## src/common/dma_pkg.sv

```systemverilog
////////////////////////////////////////
// shared constants for the host-write DMA engine
// widths, TLP payload limits, control-word bits
// sequencer and interrupt state encodings
////////////////////////////////////////
package dma_pkg;

    ////////////////////////////////////////
    // widths
    localparam int DATA_W     = 64;           // sample and TX quadword
    localparam int SIZE_W     = 21;           // dma_size in bytes, up to 1 MB
    localparam int ADDR_W     = 32;           // host address
    localparam int PAYLOAD_W  = 8;            // payload size field, in DW
    localparam int TLP_CNT_W  = 15;           // full TLPs per request
    localparam int FIFO_CNT_W = 7;            // level count, 0..64
    localparam int TX_BUF_W   = 6;            // tx_buf_av from the PCIe core
    localparam int BUF_CNT_W  = 3;            // completed-buffer counter

    ////////////////////////////////////////
    // payload and thresholds
    localparam logic [PAYLOAD_W-1:0]  MAX_PAYLOAD_DW  = 8'd32;  // check lspci MaxPayload
    localparam logic [ADDR_W-1:0]     MAX_PAYLOAD_B   = 32'd128; // host address step
    localparam logic [FIFO_CNT_W-1:0] FIFO_DEPTH      = 7'd64;  // quadwords
    localparam logic [FIFO_CNT_W-1:0] PROG_FULL_LEVEL = 7'd56;  // data_ready falls here
    localparam logic [TX_BUF_W-1:0]   TX_BUF_MIN      = 6'd1;   // need more than this
    localparam int IRQ_DELAY = 3;             // req end -> irq decision

    // control_reg bit positions
    localparam int DMAE_BIT    = 0;           // dma enable
    localparam int DMAIE_BIT   = 1;           // msi enable
    localparam int DMA_RST_BIT = 2;           // sample fifo clear

    typedef enum logic [2:0] {
        IDLE,
        FIRST_TLP,                            // load base address
        NEXT_TLP,                             // step address
        WAIT_ACK,
        WAIT_ACK_LOW,
        REQ_END
    } seq_state_e;

    typedef enum logic [0:0] {
        IRQ_IDLE,
        IRQ_WAIT_RDY
    } irq_state_e;

endpackage

```

## src/hw/dma_ctrl_regs.sv

```systemverilog
////////////////////////////////////////
// control word decode and enable edge detect
// TLP split of the request size
// completed-buffer count and status word
////////////////////////////////////////
`timescale 1ns/1ps

module dma_ctrl_regs (
    input  logic                          pcie_user_clk,
    input  logic                          pcie_user_rst_n,
    input  logic [31:0]                   control_reg_i,
    input  logic [dma_pkg::SIZE_W-1:0]    dma_size_i,      // bytes
    input  logic [dma_pkg::ADDR_W-1:0]    dma_ha_i,
    input  logic                          req_done_i,
    input  logic                          dma_compl_i,
    output logic                          dma_en_o,
    output logic                          dma_start_o,
    output logic                          dmaie_o,
    output logic                          fifo_clear_o,
    output logic [dma_pkg::TLP_CNT_W-1:0] num_full_tlps_o,
    output logic [dma_pkg::PAYLOAD_W-1:0] remainder_dw_o,
    output logic [7:0]                    dma_status_o
);

    logic [2:0]                    dmae_q;     // 2 sync stages + edge reg
    logic [dma_pkg::BUF_CNT_W-1:0] buf_cnt_q;
    logic [31:0]                   size_dw;
    logic [31:0]                   full_cnt;
    logic [31:0]                   rem_cnt;
    logic                          ha_not_zero;

    assign dma_en_o     = control_reg_i[dma_pkg::DMAE_BIT];
    assign dmaie_o      = control_reg_i[dma_pkg::DMAIE_BIT];
    assign fifo_clear_o = control_reg_i[dma_pkg::DMA_RST_BIT];
    assign ha_not_zero  = (dma_ha_i != '0);  // host must set the target first

    ////////////////////////////////////////
    // split, combinational
    // odd DW count rounds up to a full QW downstream
    assign size_dw  = 32'(dma_size_i[dma_pkg::SIZE_W-1:2]);
    assign full_cnt = size_dw / 32'(dma_pkg::MAX_PAYLOAD_DW);
    assign rem_cnt  = size_dw % 32'(dma_pkg::MAX_PAYLOAD_DW);
    assign num_full_tlps_o = full_cnt[dma_pkg::TLP_CNT_W-1:0];
    assign remainder_dw_o  = rem_cnt[dma_pkg::PAYLOAD_W-1:0]; // < MAX_PAYLOAD_DW

    // status: upper bits zero, completion flag, buffer count
    assign dma_status_o = 8'({dma_compl_i, buf_cnt_q});

    always_ff @(posedge pcie_user_clk) begin
        if (!pcie_user_rst_n) begin
            dmae_q      <= '0;
            dma_start_o <= 1'b0;
            buf_cnt_q   <= '0;
        end else begin
            dmae_q      <= {dmae_q[1:0], dma_en_o};
            // L->H on dmae, 3 cycles after control_reg shows it
            dma_start_o <= (dmae_q[2:1] == 2'b01) && ha_not_zero;
            if (req_done_i)
                buf_cnt_q <= buf_cnt_q + 1'b1;     // wraps, host tracks it
        end
    end

endmodule

```

## src/hw/tlp_sequencer/tlp_sequencer.sv

```systemverilog
////////////////////////////////////////
// TLP request sequencer
// splits a DMA request into TLPs and runs the
// four-phase req/ack with the TX engine
////////////////////////////////////////
`timescale 1ns/1ps

module tlp_sequencer (
    input  logic                           pcie_user_clk,
    input  logic                           pcie_user_rst_n,
    input  logic                           dma_start_i,
    input  logic                           dma_en_i,
    input  logic [dma_pkg::ADDR_W-1:0]     dma_ha_i,
    input  logic [dma_pkg::TLP_CNT_W-1:0]  num_full_tlps_i,
    input  logic [dma_pkg::PAYLOAD_W-1:0]  remainder_dw_i,
    input  logic [dma_pkg::TX_BUF_W-1:0]   tx_buf_av_i,
    input  logic [dma_pkg::FIFO_CNT_W-1:0] fifo_level_i,
    input  logic                           dma_tlp_compl_done_i, // ack
    output logic                           tlp_req_o,
    output logic [dma_pkg::PAYLOAD_W-1:0]  dma_tlp_payload_size_o, // DW
    output logic [dma_pkg::ADDR_W-1:0]     host_addr_tx_o,
    output logic                           req_done_o
);

    dma_pkg::seq_state_e           state_q;
    logic [dma_pkg::TLP_CNT_W-1:0] tlps2go_q;   // full TLPs still to send
    logic [dma_pkg::PAYLOAD_W-1:0] rem_left_q;  // remainder DW, 0 once sent
    logic [dma_pkg::PAYLOAD_W-1:0] next_pl;
    logic                          tlp_ok;

    // full TLPs go first, the remainder last
    assign next_pl = (tlps2go_q != '0) ? dma_pkg::MAX_PAYLOAD_DW : rem_left_q;

    // tx credits and every QW of the next TLP already in the fifo
    assign tlp_ok = (tx_buf_av_i > dma_pkg::TX_BUF_MIN) &&
                    (32'(fifo_level_i) >= (32'(next_pl) + 32'd1) / 32'd2);

    assign req_done_o = (state_q == dma_pkg::REQ_END); // one cycle

    always_ff @(posedge pcie_user_clk) begin
        if (!pcie_user_rst_n) begin
            state_q                <= dma_pkg::IDLE;
            tlp_req_o              <= 1'b0;
            dma_tlp_payload_size_o <= '0;
            host_addr_tx_o         <= '0;
            tlps2go_q              <= '0;
            rem_left_q             <= '0;
        end else begin
            case (state_q)
                dma_pkg::IDLE: begin
                    tlp_req_o              <= 1'b0;
                    dma_tlp_payload_size_o <= '0;
                    if (dma_start_i) begin            // split is sampled here
                        tlps2go_q  <= num_full_tlps_i;
                        rem_left_q <= remainder_dw_i;
                        state_q    <= dma_pkg::FIRST_TLP;
                    end
                end

                dma_pkg::FIRST_TLP, dma_pkg::NEXT_TLP: begin
                    if (!dma_en_i) begin
                        state_q <= dma_pkg::IDLE;     // abort, no req_done
                    end else if (next_pl == '0) begin
                        state_q <= dma_pkg::REQ_END;  // nothing left
                    end else if (tlp_ok) begin
                        // base on the first TLP, one full payload further after
                        if (state_q == dma_pkg::FIRST_TLP)
                            host_addr_tx_o <= dma_ha_i;
                        else
                            host_addr_tx_o <= host_addr_tx_o + dma_pkg::MAX_PAYLOAD_B;
                        dma_tlp_payload_size_o <= next_pl;
                        tlp_req_o              <= 1'b1;
                        if (tlps2go_q != '0)
                            tlps2go_q <= tlps2go_q - 1'b1;
                        else
                            rem_left_q <= '0;         // remainder TLP is out
                        state_q <= dma_pkg::WAIT_ACK;
                    end
                end

                dma_pkg::WAIT_ACK: begin              // TX engine drains the fifo
                    if (dma_tlp_compl_done_i) begin
                        tlp_req_o <= 1'b0;            // drop the cycle after the ack
                        state_q   <= dma_pkg::WAIT_ACK_LOW;
                    end else if (!dma_en_i) begin
                        tlp_req_o <= 1'b0;
                        state_q   <= dma_pkg::IDLE;
                    end
                end

                dma_pkg::WAIT_ACK_LOW: begin
                    if (!dma_tlp_compl_done_i)        // phase 4 done
                        state_q <= dma_pkg::NEXT_TLP;
                end

                dma_pkg::REQ_END:
                    state_q <= dma_pkg::IDLE;

                default:
                    state_q <= dma_pkg::IDLE;
            endcase
        end
    end

endmodule

```

## src/hw/sample_fifo/sample_fifo.sv

```systemverilog
////////////////////////////////////////
// synchronous FWFT sample fifo
// level count, prog-full ready flag
// byte swap to PCIe order on the read side
////////////////////////////////////////
`timescale 1ns/1ps

module sample_fifo (
    input  logic                           pcie_user_clk,
    input  logic                           pcie_user_rst_n,
    input  logic                           fifo_clear_i,
    input  logic [dma_pkg::DATA_W-1:0]     adc_data_i,
    input  logic                           adc_data_en_i,
    input  logic                           fifo_rd_en_i,
    output logic [dma_pkg::DATA_W-1:0]     dma_data_tx_o,  // valid with rd_en
    output logic [dma_pkg::FIFO_CNT_W-1:0] fifo_level_o,
    output logic                           data_ready_o
);

    logic [dma_pkg::DATA_W-1:0]              mem_q [dma_pkg::FIFO_DEPTH];
    logic [$clog2(dma_pkg::FIFO_DEPTH)-1:0]  wr_ptr_q;   // wraps at depth
    logic [$clog2(dma_pkg::FIFO_DEPTH)-1:0]  rd_ptr_q;
    logic [dma_pkg::FIFO_CNT_W-1:0]          level_q;
    logic [dma_pkg::DATA_W-1:0]              rd_word;
    logic                                    wr_ok;
    logic                                    rd_ok;

    assign wr_ok = adc_data_en_i && (level_q != dma_pkg::FIFO_DEPTH); // drop when full
    assign rd_ok = fifo_rd_en_i && (level_q != '0);                   // no underflow

    always_ff @(posedge pcie_user_clk) begin
        if (wr_ok)
            mem_q[wr_ptr_q] <= adc_data_i;
    end

    always_ff @(posedge pcie_user_clk) begin
        if (!pcie_user_rst_n || fifo_clear_i) begin
            wr_ptr_q <= '0;
            rd_ptr_q <= '0;
            level_q  <= '0;
        end else begin
            if (wr_ok)
                wr_ptr_q <= wr_ptr_q + 1'b1;
            if (rd_ok)
                rd_ptr_q <= rd_ptr_q + 1'b1;
            case ({wr_ok, rd_ok})
                2'b10:   level_q <= level_q + 1'b1;
                2'b01:   level_q <= level_q - 1'b1;
                default: level_q <= level_q;     // none, or both at once
            endcase
        end
    end

    assign rd_word      = mem_q[rd_ptr_q];         // head word, fwft
    assign fifo_level_o = level_q;
    assign data_ready_o = (level_q < dma_pkg::PROG_FULL_LEVEL);

    ////////////////////////////////////////
    // reverse bytes inside each 32-bit half
    always_comb begin
        for (int w = 0; w < dma_pkg::DATA_W / 32; w++) begin
            for (int b = 0; b < 4; b++) begin
                dma_data_tx_o[w*32 + b*8 +: 8] = rd_word[w*32 + (3-b)*8 +: 8];
            end
        end
    end

endmodule

```

## src/hw/dma_irq_ctrl.sv

```systemverilog
////////////////////////////////////////
// end-of-request delay, MSI request
// and completion flag
////////////////////////////////////////
`timescale 1ns/1ps

module dma_irq_ctrl (
    input  logic pcie_user_clk,
    input  logic pcie_user_rst_n,
    input  logic req_done_i,
    input  logic dmaie_i,
    input  logic cfg_interrupt_rdy_i,
    input  logic dma_compl_acq_i,      // host has seen the buffer
    output logic cfg_interrupt_o,
    output logic dma_compl_o
);

    logic [dma_pkg::IRQ_DELAY-1:0] done_dly_q; // lets the last data leave first
    dma_pkg::irq_state_e           irq_state_q;

    always_ff @(posedge pcie_user_clk) begin
        if (!pcie_user_rst_n) begin
            done_dly_q      <= '0;
            irq_state_q     <= dma_pkg::IRQ_IDLE;
            cfg_interrupt_o <= 1'b0;
            dma_compl_o     <= 1'b0;
        end else begin
            done_dly_q <= {done_dly_q[dma_pkg::IRQ_DELAY-2:0], req_done_i};
            if (dma_compl_acq_i)
                dma_compl_o <= 1'b0;           // a new completion below wins
            case (irq_state_q)
                dma_pkg::IRQ_IDLE: begin
                    // decision point, irq only when DMAIE is set
                    if (dmaie_i && done_dly_q[dma_pkg::IRQ_DELAY-1]) begin
                        cfg_interrupt_o <= 1'b1;
                        dma_compl_o     <= 1'b1;
                        irq_state_q     <= dma_pkg::IRQ_WAIT_RDY;
                    end
                end
                dma_pkg::IRQ_WAIT_RDY: begin
                    if (cfg_interrupt_rdy_i) begin  // core took the MSI
                        cfg_interrupt_o <= 1'b0;
                        irq_state_q     <= dma_pkg::IRQ_IDLE;
                    end
                end
            endcase
        end
    end

endmodule

```

## src/hw/pci_dma_engine.sv

```systemverilog
////////////////////////////////////////
// host-write DMA engine top
// control regs, TLP sequencer, sample fifo, irq
////////////////////////////////////////
`timescale 1ns/1ps

module pci_dma_engine (
    input  logic                          pcie_user_clk,
    input  logic                          pcie_user_rst_n,
    // register interface
    input  logic [31:0]                   control_reg_i,
    input  logic [dma_pkg::SIZE_W-1:0]    dma_size_i,
    input  logic [dma_pkg::ADDR_W-1:0]    dma_ha_i,
    input  logic                          dma_compl_acq_i,
    output logic [7:0]                    dma_status_o,
    // TX engine
    input  logic [dma_pkg::TX_BUF_W-1:0]  tx_buf_av_i,
    input  logic                          fifo_rd_en_i,
    input  logic                          dma_tlp_compl_done_i,
    output logic                          tlp_req_o,
    output logic [dma_pkg::PAYLOAD_W-1:0] dma_tlp_payload_size_o,
    output logic [dma_pkg::ADDR_W-1:0]    host_addr_tx_o,
    output logic [dma_pkg::DATA_W-1:0]    dma_data_tx_o,
    // MSI
    input  logic                          cfg_interrupt_rdy_i,
    output logic                          cfg_interrupt_o,
    // acquisition samples
    input  logic [dma_pkg::DATA_W-1:0]    adc_data_i,
    input  logic                          adc_data_en_i,
    output logic                          data_ready_o
);

    logic                           dma_start;
    logic                           dma_en;
    logic                           dmaie;
    logic                           fifo_clear;
    logic [dma_pkg::TLP_CNT_W-1:0]  num_full_tlps;
    logic [dma_pkg::PAYLOAD_W-1:0]  remainder_dw;
    logic                           req_done;
    logic                           dma_compl;
    logic [dma_pkg::FIFO_CNT_W-1:0] fifo_level;

    dma_ctrl_regs i_ctrl_regs (
        .pcie_user_clk   (pcie_user_clk),
        .pcie_user_rst_n (pcie_user_rst_n),
        .control_reg_i   (control_reg_i),
        .dma_size_i      (dma_size_i),
        .dma_ha_i        (dma_ha_i),
        .req_done_i      (req_done),
        .dma_compl_i     (dma_compl),
        .dma_en_o        (dma_en),
        .dma_start_o     (dma_start),
        .dmaie_o         (dmaie),
        .fifo_clear_o    (fifo_clear),
        .num_full_tlps_o (num_full_tlps),
        .remainder_dw_o  (remainder_dw),
        .dma_status_o    (dma_status_o)
    );

    tlp_sequencer i_tlp_sequencer (
        .pcie_user_clk          (pcie_user_clk),
        .pcie_user_rst_n        (pcie_user_rst_n),
        .dma_start_i            (dma_start),
        .dma_en_i               (dma_en),
        .dma_ha_i               (dma_ha_i),
        .num_full_tlps_i        (num_full_tlps),
        .remainder_dw_i         (remainder_dw),
        .tx_buf_av_i            (tx_buf_av_i),
        .fifo_level_i           (fifo_level),
        .dma_tlp_compl_done_i   (dma_tlp_compl_done_i),
        .tlp_req_o              (tlp_req_o),
        .dma_tlp_payload_size_o (dma_tlp_payload_size_o),
        .host_addr_tx_o         (host_addr_tx_o),
        .req_done_o             (req_done)
    );

    sample_fifo i_sample_fifo (
        .pcie_user_clk   (pcie_user_clk),
        .pcie_user_rst_n (pcie_user_rst_n),
        .fifo_clear_i    (fifo_clear),
        .adc_data_i      (adc_data_i),
        .adc_data_en_i   (adc_data_en_i),
        .fifo_rd_en_i    (fifo_rd_en_i),
        .dma_data_tx_o   (dma_data_tx_o),
        .fifo_level_o    (fifo_level),
        .data_ready_o    (data_ready_o)
    );

    dma_irq_ctrl i_irq_ctrl (
        .pcie_user_clk       (pcie_user_clk),
        .pcie_user_rst_n     (pcie_user_rst_n),
        .req_done_i          (req_done),
        .dmaie_i             (dmaie),
        .cfg_interrupt_rdy_i (cfg_interrupt_rdy_i),
        .dma_compl_acq_i     (dma_compl_acq_i),
        .cfg_interrupt_o     (cfg_interrupt_o),
        .dma_compl_o         (dma_compl)
    );

endmodule

```

## config.mk

```make
export PLATFORM = sky130hd
export DESIGN_NAME = pci_dma_engine
export DESIGN_NICKNAME = d
export VERILOG_FILES = /design/src/common/dma_pkg.sv /design/src/hw/dma_ctrl_regs.sv /design/src/hw/tlp_sequencer/tlp_sequencer.sv /design/src/hw/sample_fifo/sample_fifo.sv /design/src/hw/dma_irq_ctrl.sv /design/src/hw/pci_dma_engine.sv
export SDC_FILE = /design/constraint.sdc
export NUM_CORES = 2
export LEC_CHECK = 0
export BUFFER_PORTS_ARGS = -buffer_cell sky130_fd_sc_hd__buf_2
export CORE_ASPECT_RATIO = 1.1
export CORE_UTILIZATION = 30
export DETAILED_ROUTE_END_ITERATION = 10
export SLEW_MARGIN = 20
export SYNTH_ARGS = -nofsm -noshare
export SYNTH_HDL_FRONTEND = slang
export SYNTH_HIERARCHICAL = 1
export SYNTH_SLANG_ARGS = --single-unit
```

## constraint.sdc

```tcl
create_clock -name pcie_user_clk -period 5.45 [get_ports pcie_user_clk]
set_input_delay 1.09 -clock pcie_user_clk [delete_from_list [all_inputs] [get_ports pcie_user_clk]]
set_output_delay 1.09 -clock pcie_user_clk [all_outputs]
set_load 0.01 [all_outputs]
```

==> metrics.md <==
| Metric | Value |
|---|---|
| Delay-heaviest family, CP | `buffers and inverters` |
| Hold path startpoint | `dma_size_i[5]` |
| Avg Vias per Cell | `5.374` |
| Vias | `81,580` |
| Simple-Gate Fraction of Synth Area | `1.924%` |
| Critical Path Sink Type | `output port` |
| WL per Instance | `30.70 µm` |
| Endpoints failing setup | `0` |
| Worst path cell trace | `buf_4, buf_4, buf_4, mux4_2, o22ai_1, nor4_1, buf_4, o22a_1, buf_2` |
| First-pass GRT wire length | `643.2 mm` |
| Sequential Power Share | `53.9%` |
| Clock Path Buffers | `4` |
| Mean Syn Cell Area | `22.20 µm²` |
| Slew @ Worst Pin | `1.160 ns` |
| # rows | `281` |
| CP startpoint kind | `register` |
| Hold Fails Final Rpt | `0` |
| Setup CP Type | `register to output port` |
| Post-synthesis cell count | `7,219` |
| TritonCTS clock tree | `yes` |
| I/O pin count | `277` |
| Synth area leaders | `edfxtp_1 (77%), mux4_2 (14%), dfxtp_1 (1.3%), o22ai_1 (1.1%), mux2i_1 (0.57%)` |
| Max-slew headroom | `21.92%` |
| PwrDens | `356.8 nW/µm²` |
| DRT Pass-1 Iters | `6` |
| Total CTS buffers | `405` |
| Area leader, netlist | `edfxtp_1` |
| Critical R2R Launch | `i_tlp_sequencer/tlps2go_q[7]` |
| Slew Limit Fails | `0` |
| Initial DRC count | `12,070` |
| Period minus WS final | `5.356 ns` |
| DRC Markers | `0` |
| Clk_skew | `0.1197 ns` |
| Vias in the first global route | `81,180` |
| Critical path depth | `9` |
| Metal2 WL | `226.1 mm` |
| Reg2reg path depth | `19` |
| Die W | `698.9 µm` |
| Most used DFF post-synth | `edfxtp_1` |
| Top Layer Used | `met5` |
| MaxCap Viol Count | `0` |
| Status | `complete, no violations` |
| Total area of sequential cells | `125,100 µm²` |
| Cell-internal power | `0.05173 W` |
| Unrepaired setup endpoints after global routing | `no` |
| Register area share after synthesis | `78.05%` |
| Clock share of power | `41.4%` |
| Die Y | `768.6 µm` |
| Multi-input logic area | `33,420 µm²` |
| Crit path capture | `dma_data_tx_o[55]` |
| Placed Instance Area | `172,300 µm²` |
| Critical path peak fanout | `14` |
| Routed met3 length | `44.25 mm` |
| Number of synthesized flops with an enable pin | `4,096` |
| Largest net degree at the start of global routing | `123` |
| Reg2Reg Setup Slack | `0.62 ns` |
| Clock root cell | `clkbuf_16` |
| M1 WL | `182.6 mm` |
| CP max-delay cell | `dfxtp_4` |
| Fmax | `186.7 MHz` |
| Number of antenna-violating nets in the routed design | `0` |
| Reg-to-Reg End | `i_tlp_sequencer/tlps2go_q[2]` |
| Total Routing Usage GR | `16.82%` |
| Hold crit path type | `primary input to register` |
| CP Buf/Inv Count | `5` |
| Cell Area, Synth | `160,300 µm²` |
| Worst VDD drop | `0.0002767 V` |
| Adder-cell share of the synthesized area | `0.1405%` |
| Buffers on Ports | `240` |
| Asr flop ratio synth | `0%` |
| Slowest stage delay, CP | `0.70 ns` |
| Switching Power | `0.01444 W` |
| Tcrit/Tclk final | `98.28%` |
| Design Area, Final | `185,400 µm²` |
| Clk sinks | `4,201` |
| Final TNS setup | `0 ns` |
| Initial antenna violation count | `62` |
| Xor and xnor fraction of the mapped netlist area | `0.1311%` |
| Req. time, crit path | `4.36 ns` |
| Ys Warns | `6` |
| Drt total wl | `466.1 mm` |
| Leak | `55.07 nW` |
| Seq cells post-synth | `4,201` |
| Synth cell types | `79` |
| Core area | `532,300 µm²` |
| WP data arrival | `4.27 ns` |
| Initial Util | `30.11%` |
| Synth-to-layout area growth | `15.70%` |
| Routability cong. | `0.8050` |
| Layout cells sized above 1 | `28.32%` |
| Hold buffers post-CTS | `0` |
| Crit-path most repeated cell | `buf_4` |
| Layout Nets | `7,938` |
| Sw Ratio | `21.82%` |
| Largest family of logic cells by synthesized area | `multiplexers` |
| Combinational Power Share | `4.6%` |
| Total gr overflow | `0` |
| # fillers | `48,760` |
| DIE AREA | `537,200 µm²` |
| H-tree depth | `5` |
| Multiplexer share of the synthesized area | `15.01%` |
| Worst-path clk slew | `0.06 ns` |
| Synth top area share | `76.74%` |
| Clock Latency Late Sink | `1.04 ns` |
| Dpl hpwl | `249.7 mm` |
| Compound-Gate Fraction of Synth Area | `3.227%` |
-- per-layer routing --
metal / global-route usage [%] / vias up
met5: 0 / -
met2: 28.08 / 4454
met1: 22.74 / 44380
li1: - / 31910
met3: 3.009 / 816
met4: 4.306 / 14
-- timing repair --
action | in CTS | in global routing
gates cloned | 0 | 0
setup endpoints to repair | 22 | 3
resized for setup | 2 | 2
buffers inserted | 5 | 3
-- power groups by stage --
stage	clock, W	sequential, W	combinational [W]
2_1_floorplan	0	0.0363	0.00190
3_3_place_gp	0	0.0364	0.00290
3_5_place_dp	0	0.0364	0.00301
4_1_cts	0.0278	0.0357	0.00303
5_1_grt	0.0289	0.0357	0.00333
6_report	0.0274	0.0357	0.00306
-- cell usage after synthesis (5+ instances only) --
| cell type | number |
|---|---|
| xnor2_1 | 9 |
| mux4_2 | 1027 |
| ha_1 | 18 |
| and3_1 | 15 |
| o31ai_1 | 6 |
| nand3_1 | 45 |
| nand2b_1 | 18 |
| xor2_1 | 15 |
| buf_1 | 21 |
| a22oi_1 | 19 |
| buf_6 | 13 |
| a21oi_1 | 120 |
| o22a_1 | 53 |
| dfxtp_1 | 105 |
| o22ai_1 | 272 |
| or3_1 | 9 |
| nor2_1 | 202 |
| a32oi_1 | 5 |
| nand2_1 | 126 |
| nor3_1 | 65 |
| o21ai_0 | 100 |
| a31oi_1 | 13 |
| and2_1 | 19 |
| nor4_1 | 62 |
| mux2i_1 | 91 |
| a22o_1 | 18 |
| a311oi_1 | 8 |
| nor2b_1 | 18 |
| inv_1 | 14 |
| buf_2 | 119 |
| a21boi_0 | 9 |
| o221a_2 | 16 |
| o221ai_1 | 74 |
| edfxtp_1 | 4096 |
| clkbuf_1 | 172 |
| o211ai_1 | 11 |
| a211oi_1 | 9 |
| nand4_1 | 13 |
| buf_4 | 120 |
-- worst min-delay path by stage --
stage | slack (ns) | to | cells past startpoint
floorplan | 0.41 | i_irq_ctrl/done_dly_q[2] | 1
global route | 0.40 | i_tlp_sequencer/rem_left_q[3] | 3
CTS | 0.34 | i_tlp_sequencer/host_addr_tx_o[4] | 3
detailed placement | 0.42 | i_irq_ctrl/done_dly_q[2] | 1
finish | 0.41 | i_tlp_sequencer/rem_left_q[3] | 3
global placement | 0.42 | i_irq_ctrl/done_dly_q[2] | 1
-- cell type report --
type,instances,share of cell area (%)
clock buffer,493,5.717
sequential,4201,67.47
timing repair buffer,570,2.775
antenna,10,0.01349
clock inverter,253,1.202
inverter,14,0.02834
multi-input combinational,2566,18.02
tap,7075,4.773
-- through the flow --
step | utilization, % | setup slack (ns) | hold slack (ns) | total power (W) | cells
after floorplan | - | 0.3764 | 0.4057 | 0.03823 | 7226
after global placement | 32.37 | 0.5474 | 0.4213 | 0.03926 | 14410
after detailed placement | 32.37 | 0.6546 | 0.4161 | 0.03940 | 14410
after CTS | 34.80 | 0.01333 | 0.3450 | 0.06649 | 15170
after global routing | 34.84 | 0.006119 | 0.3977 | 0.06797 | 15170
final | 34.84 | 0.09397 | 0.4150 | 0.06617 | 15180
-- layout by cell type, fill, tap and decap left out, types with 107 or more instances in the layout --
| cell type | count |
|---|---|
| nor2_1 | 138 |
| a21oi_1 | 120 |
| edfxtp_1 | 4096 |
| buf_12 | 112 |
| mux4_2 | 1027 |
| clkbuf_16 | 410 |
| nand2_1 | 116 |
| buf_2 | 223 |
| clkinv_1 | 107 |
| buf_4 | 233 |
| o22ai_1 | 272 |
-- registers in the layout (all words and copies together), names as in the netlist, named ones only --
signal / count
i_ctrl_regs/buf_cnt_q: 3
i_irq_ctrl/cfg_interrupt_o: 1
i_tlp_sequencer/state_q: 3
i_tlp_sequencer/dma_tlp_payload_size_o: 8
i_irq_ctrl/dma_compl_o: 1
i_tlp_sequencer/tlp_req_o: 1
i_ctrl_regs/dma_start_o: 1
i_sample_fifo/mem_q: 4096
i_tlp_sequencer/host_addr_tx_o: 32
i_irq_ctrl/irq_state_q: 1
i_tlp_sequencer/tlps2go_q: 15
i_sample_fifo/rd_ptr_q: 6
i_irq_ctrl/done_dly_q: 3
i_sample_fifo/fifo_level_o: 7
i_ctrl_regs/dmae_q: 3
i_sample_fifo/wr_ptr_q: 6
i_tlp_sequencer/rem_left_q: 8
-- cell families (layout without fill, tap and decap cells) --
kind of cell	count (synthesis)	after routing
mux	1120	1120
other cells	1	18
simple gates	628	628
xor+xnor	24	24
compound gates	768	768
flops	4201	4201
fa+ha+maj	18	18
buf+inv	459	1330
-- worst register-to-register path: stages, from the launching register on --
cell and delay, ns:
dfxtp_1 0.36, or4_4 0.60, nand2b_1 0.23, nor3_2 0.35, and2_1 0.22, ha_1 0.19, and3_1 0.22, nand3_1 0.11
xnor2_1 0.17, nand2_1 0.08, ha_1 0.28, and3_1 0.18, a221oi_1 0.30, o21ai_0 0.17, buf_4 0.19, a21boi_0 0.17
a211o_1 0.35, buf_4 0.29, o211ai_1 0.13, o21ai_0 0.15
No activity file was read; power rests on OpenSTA's default activity.
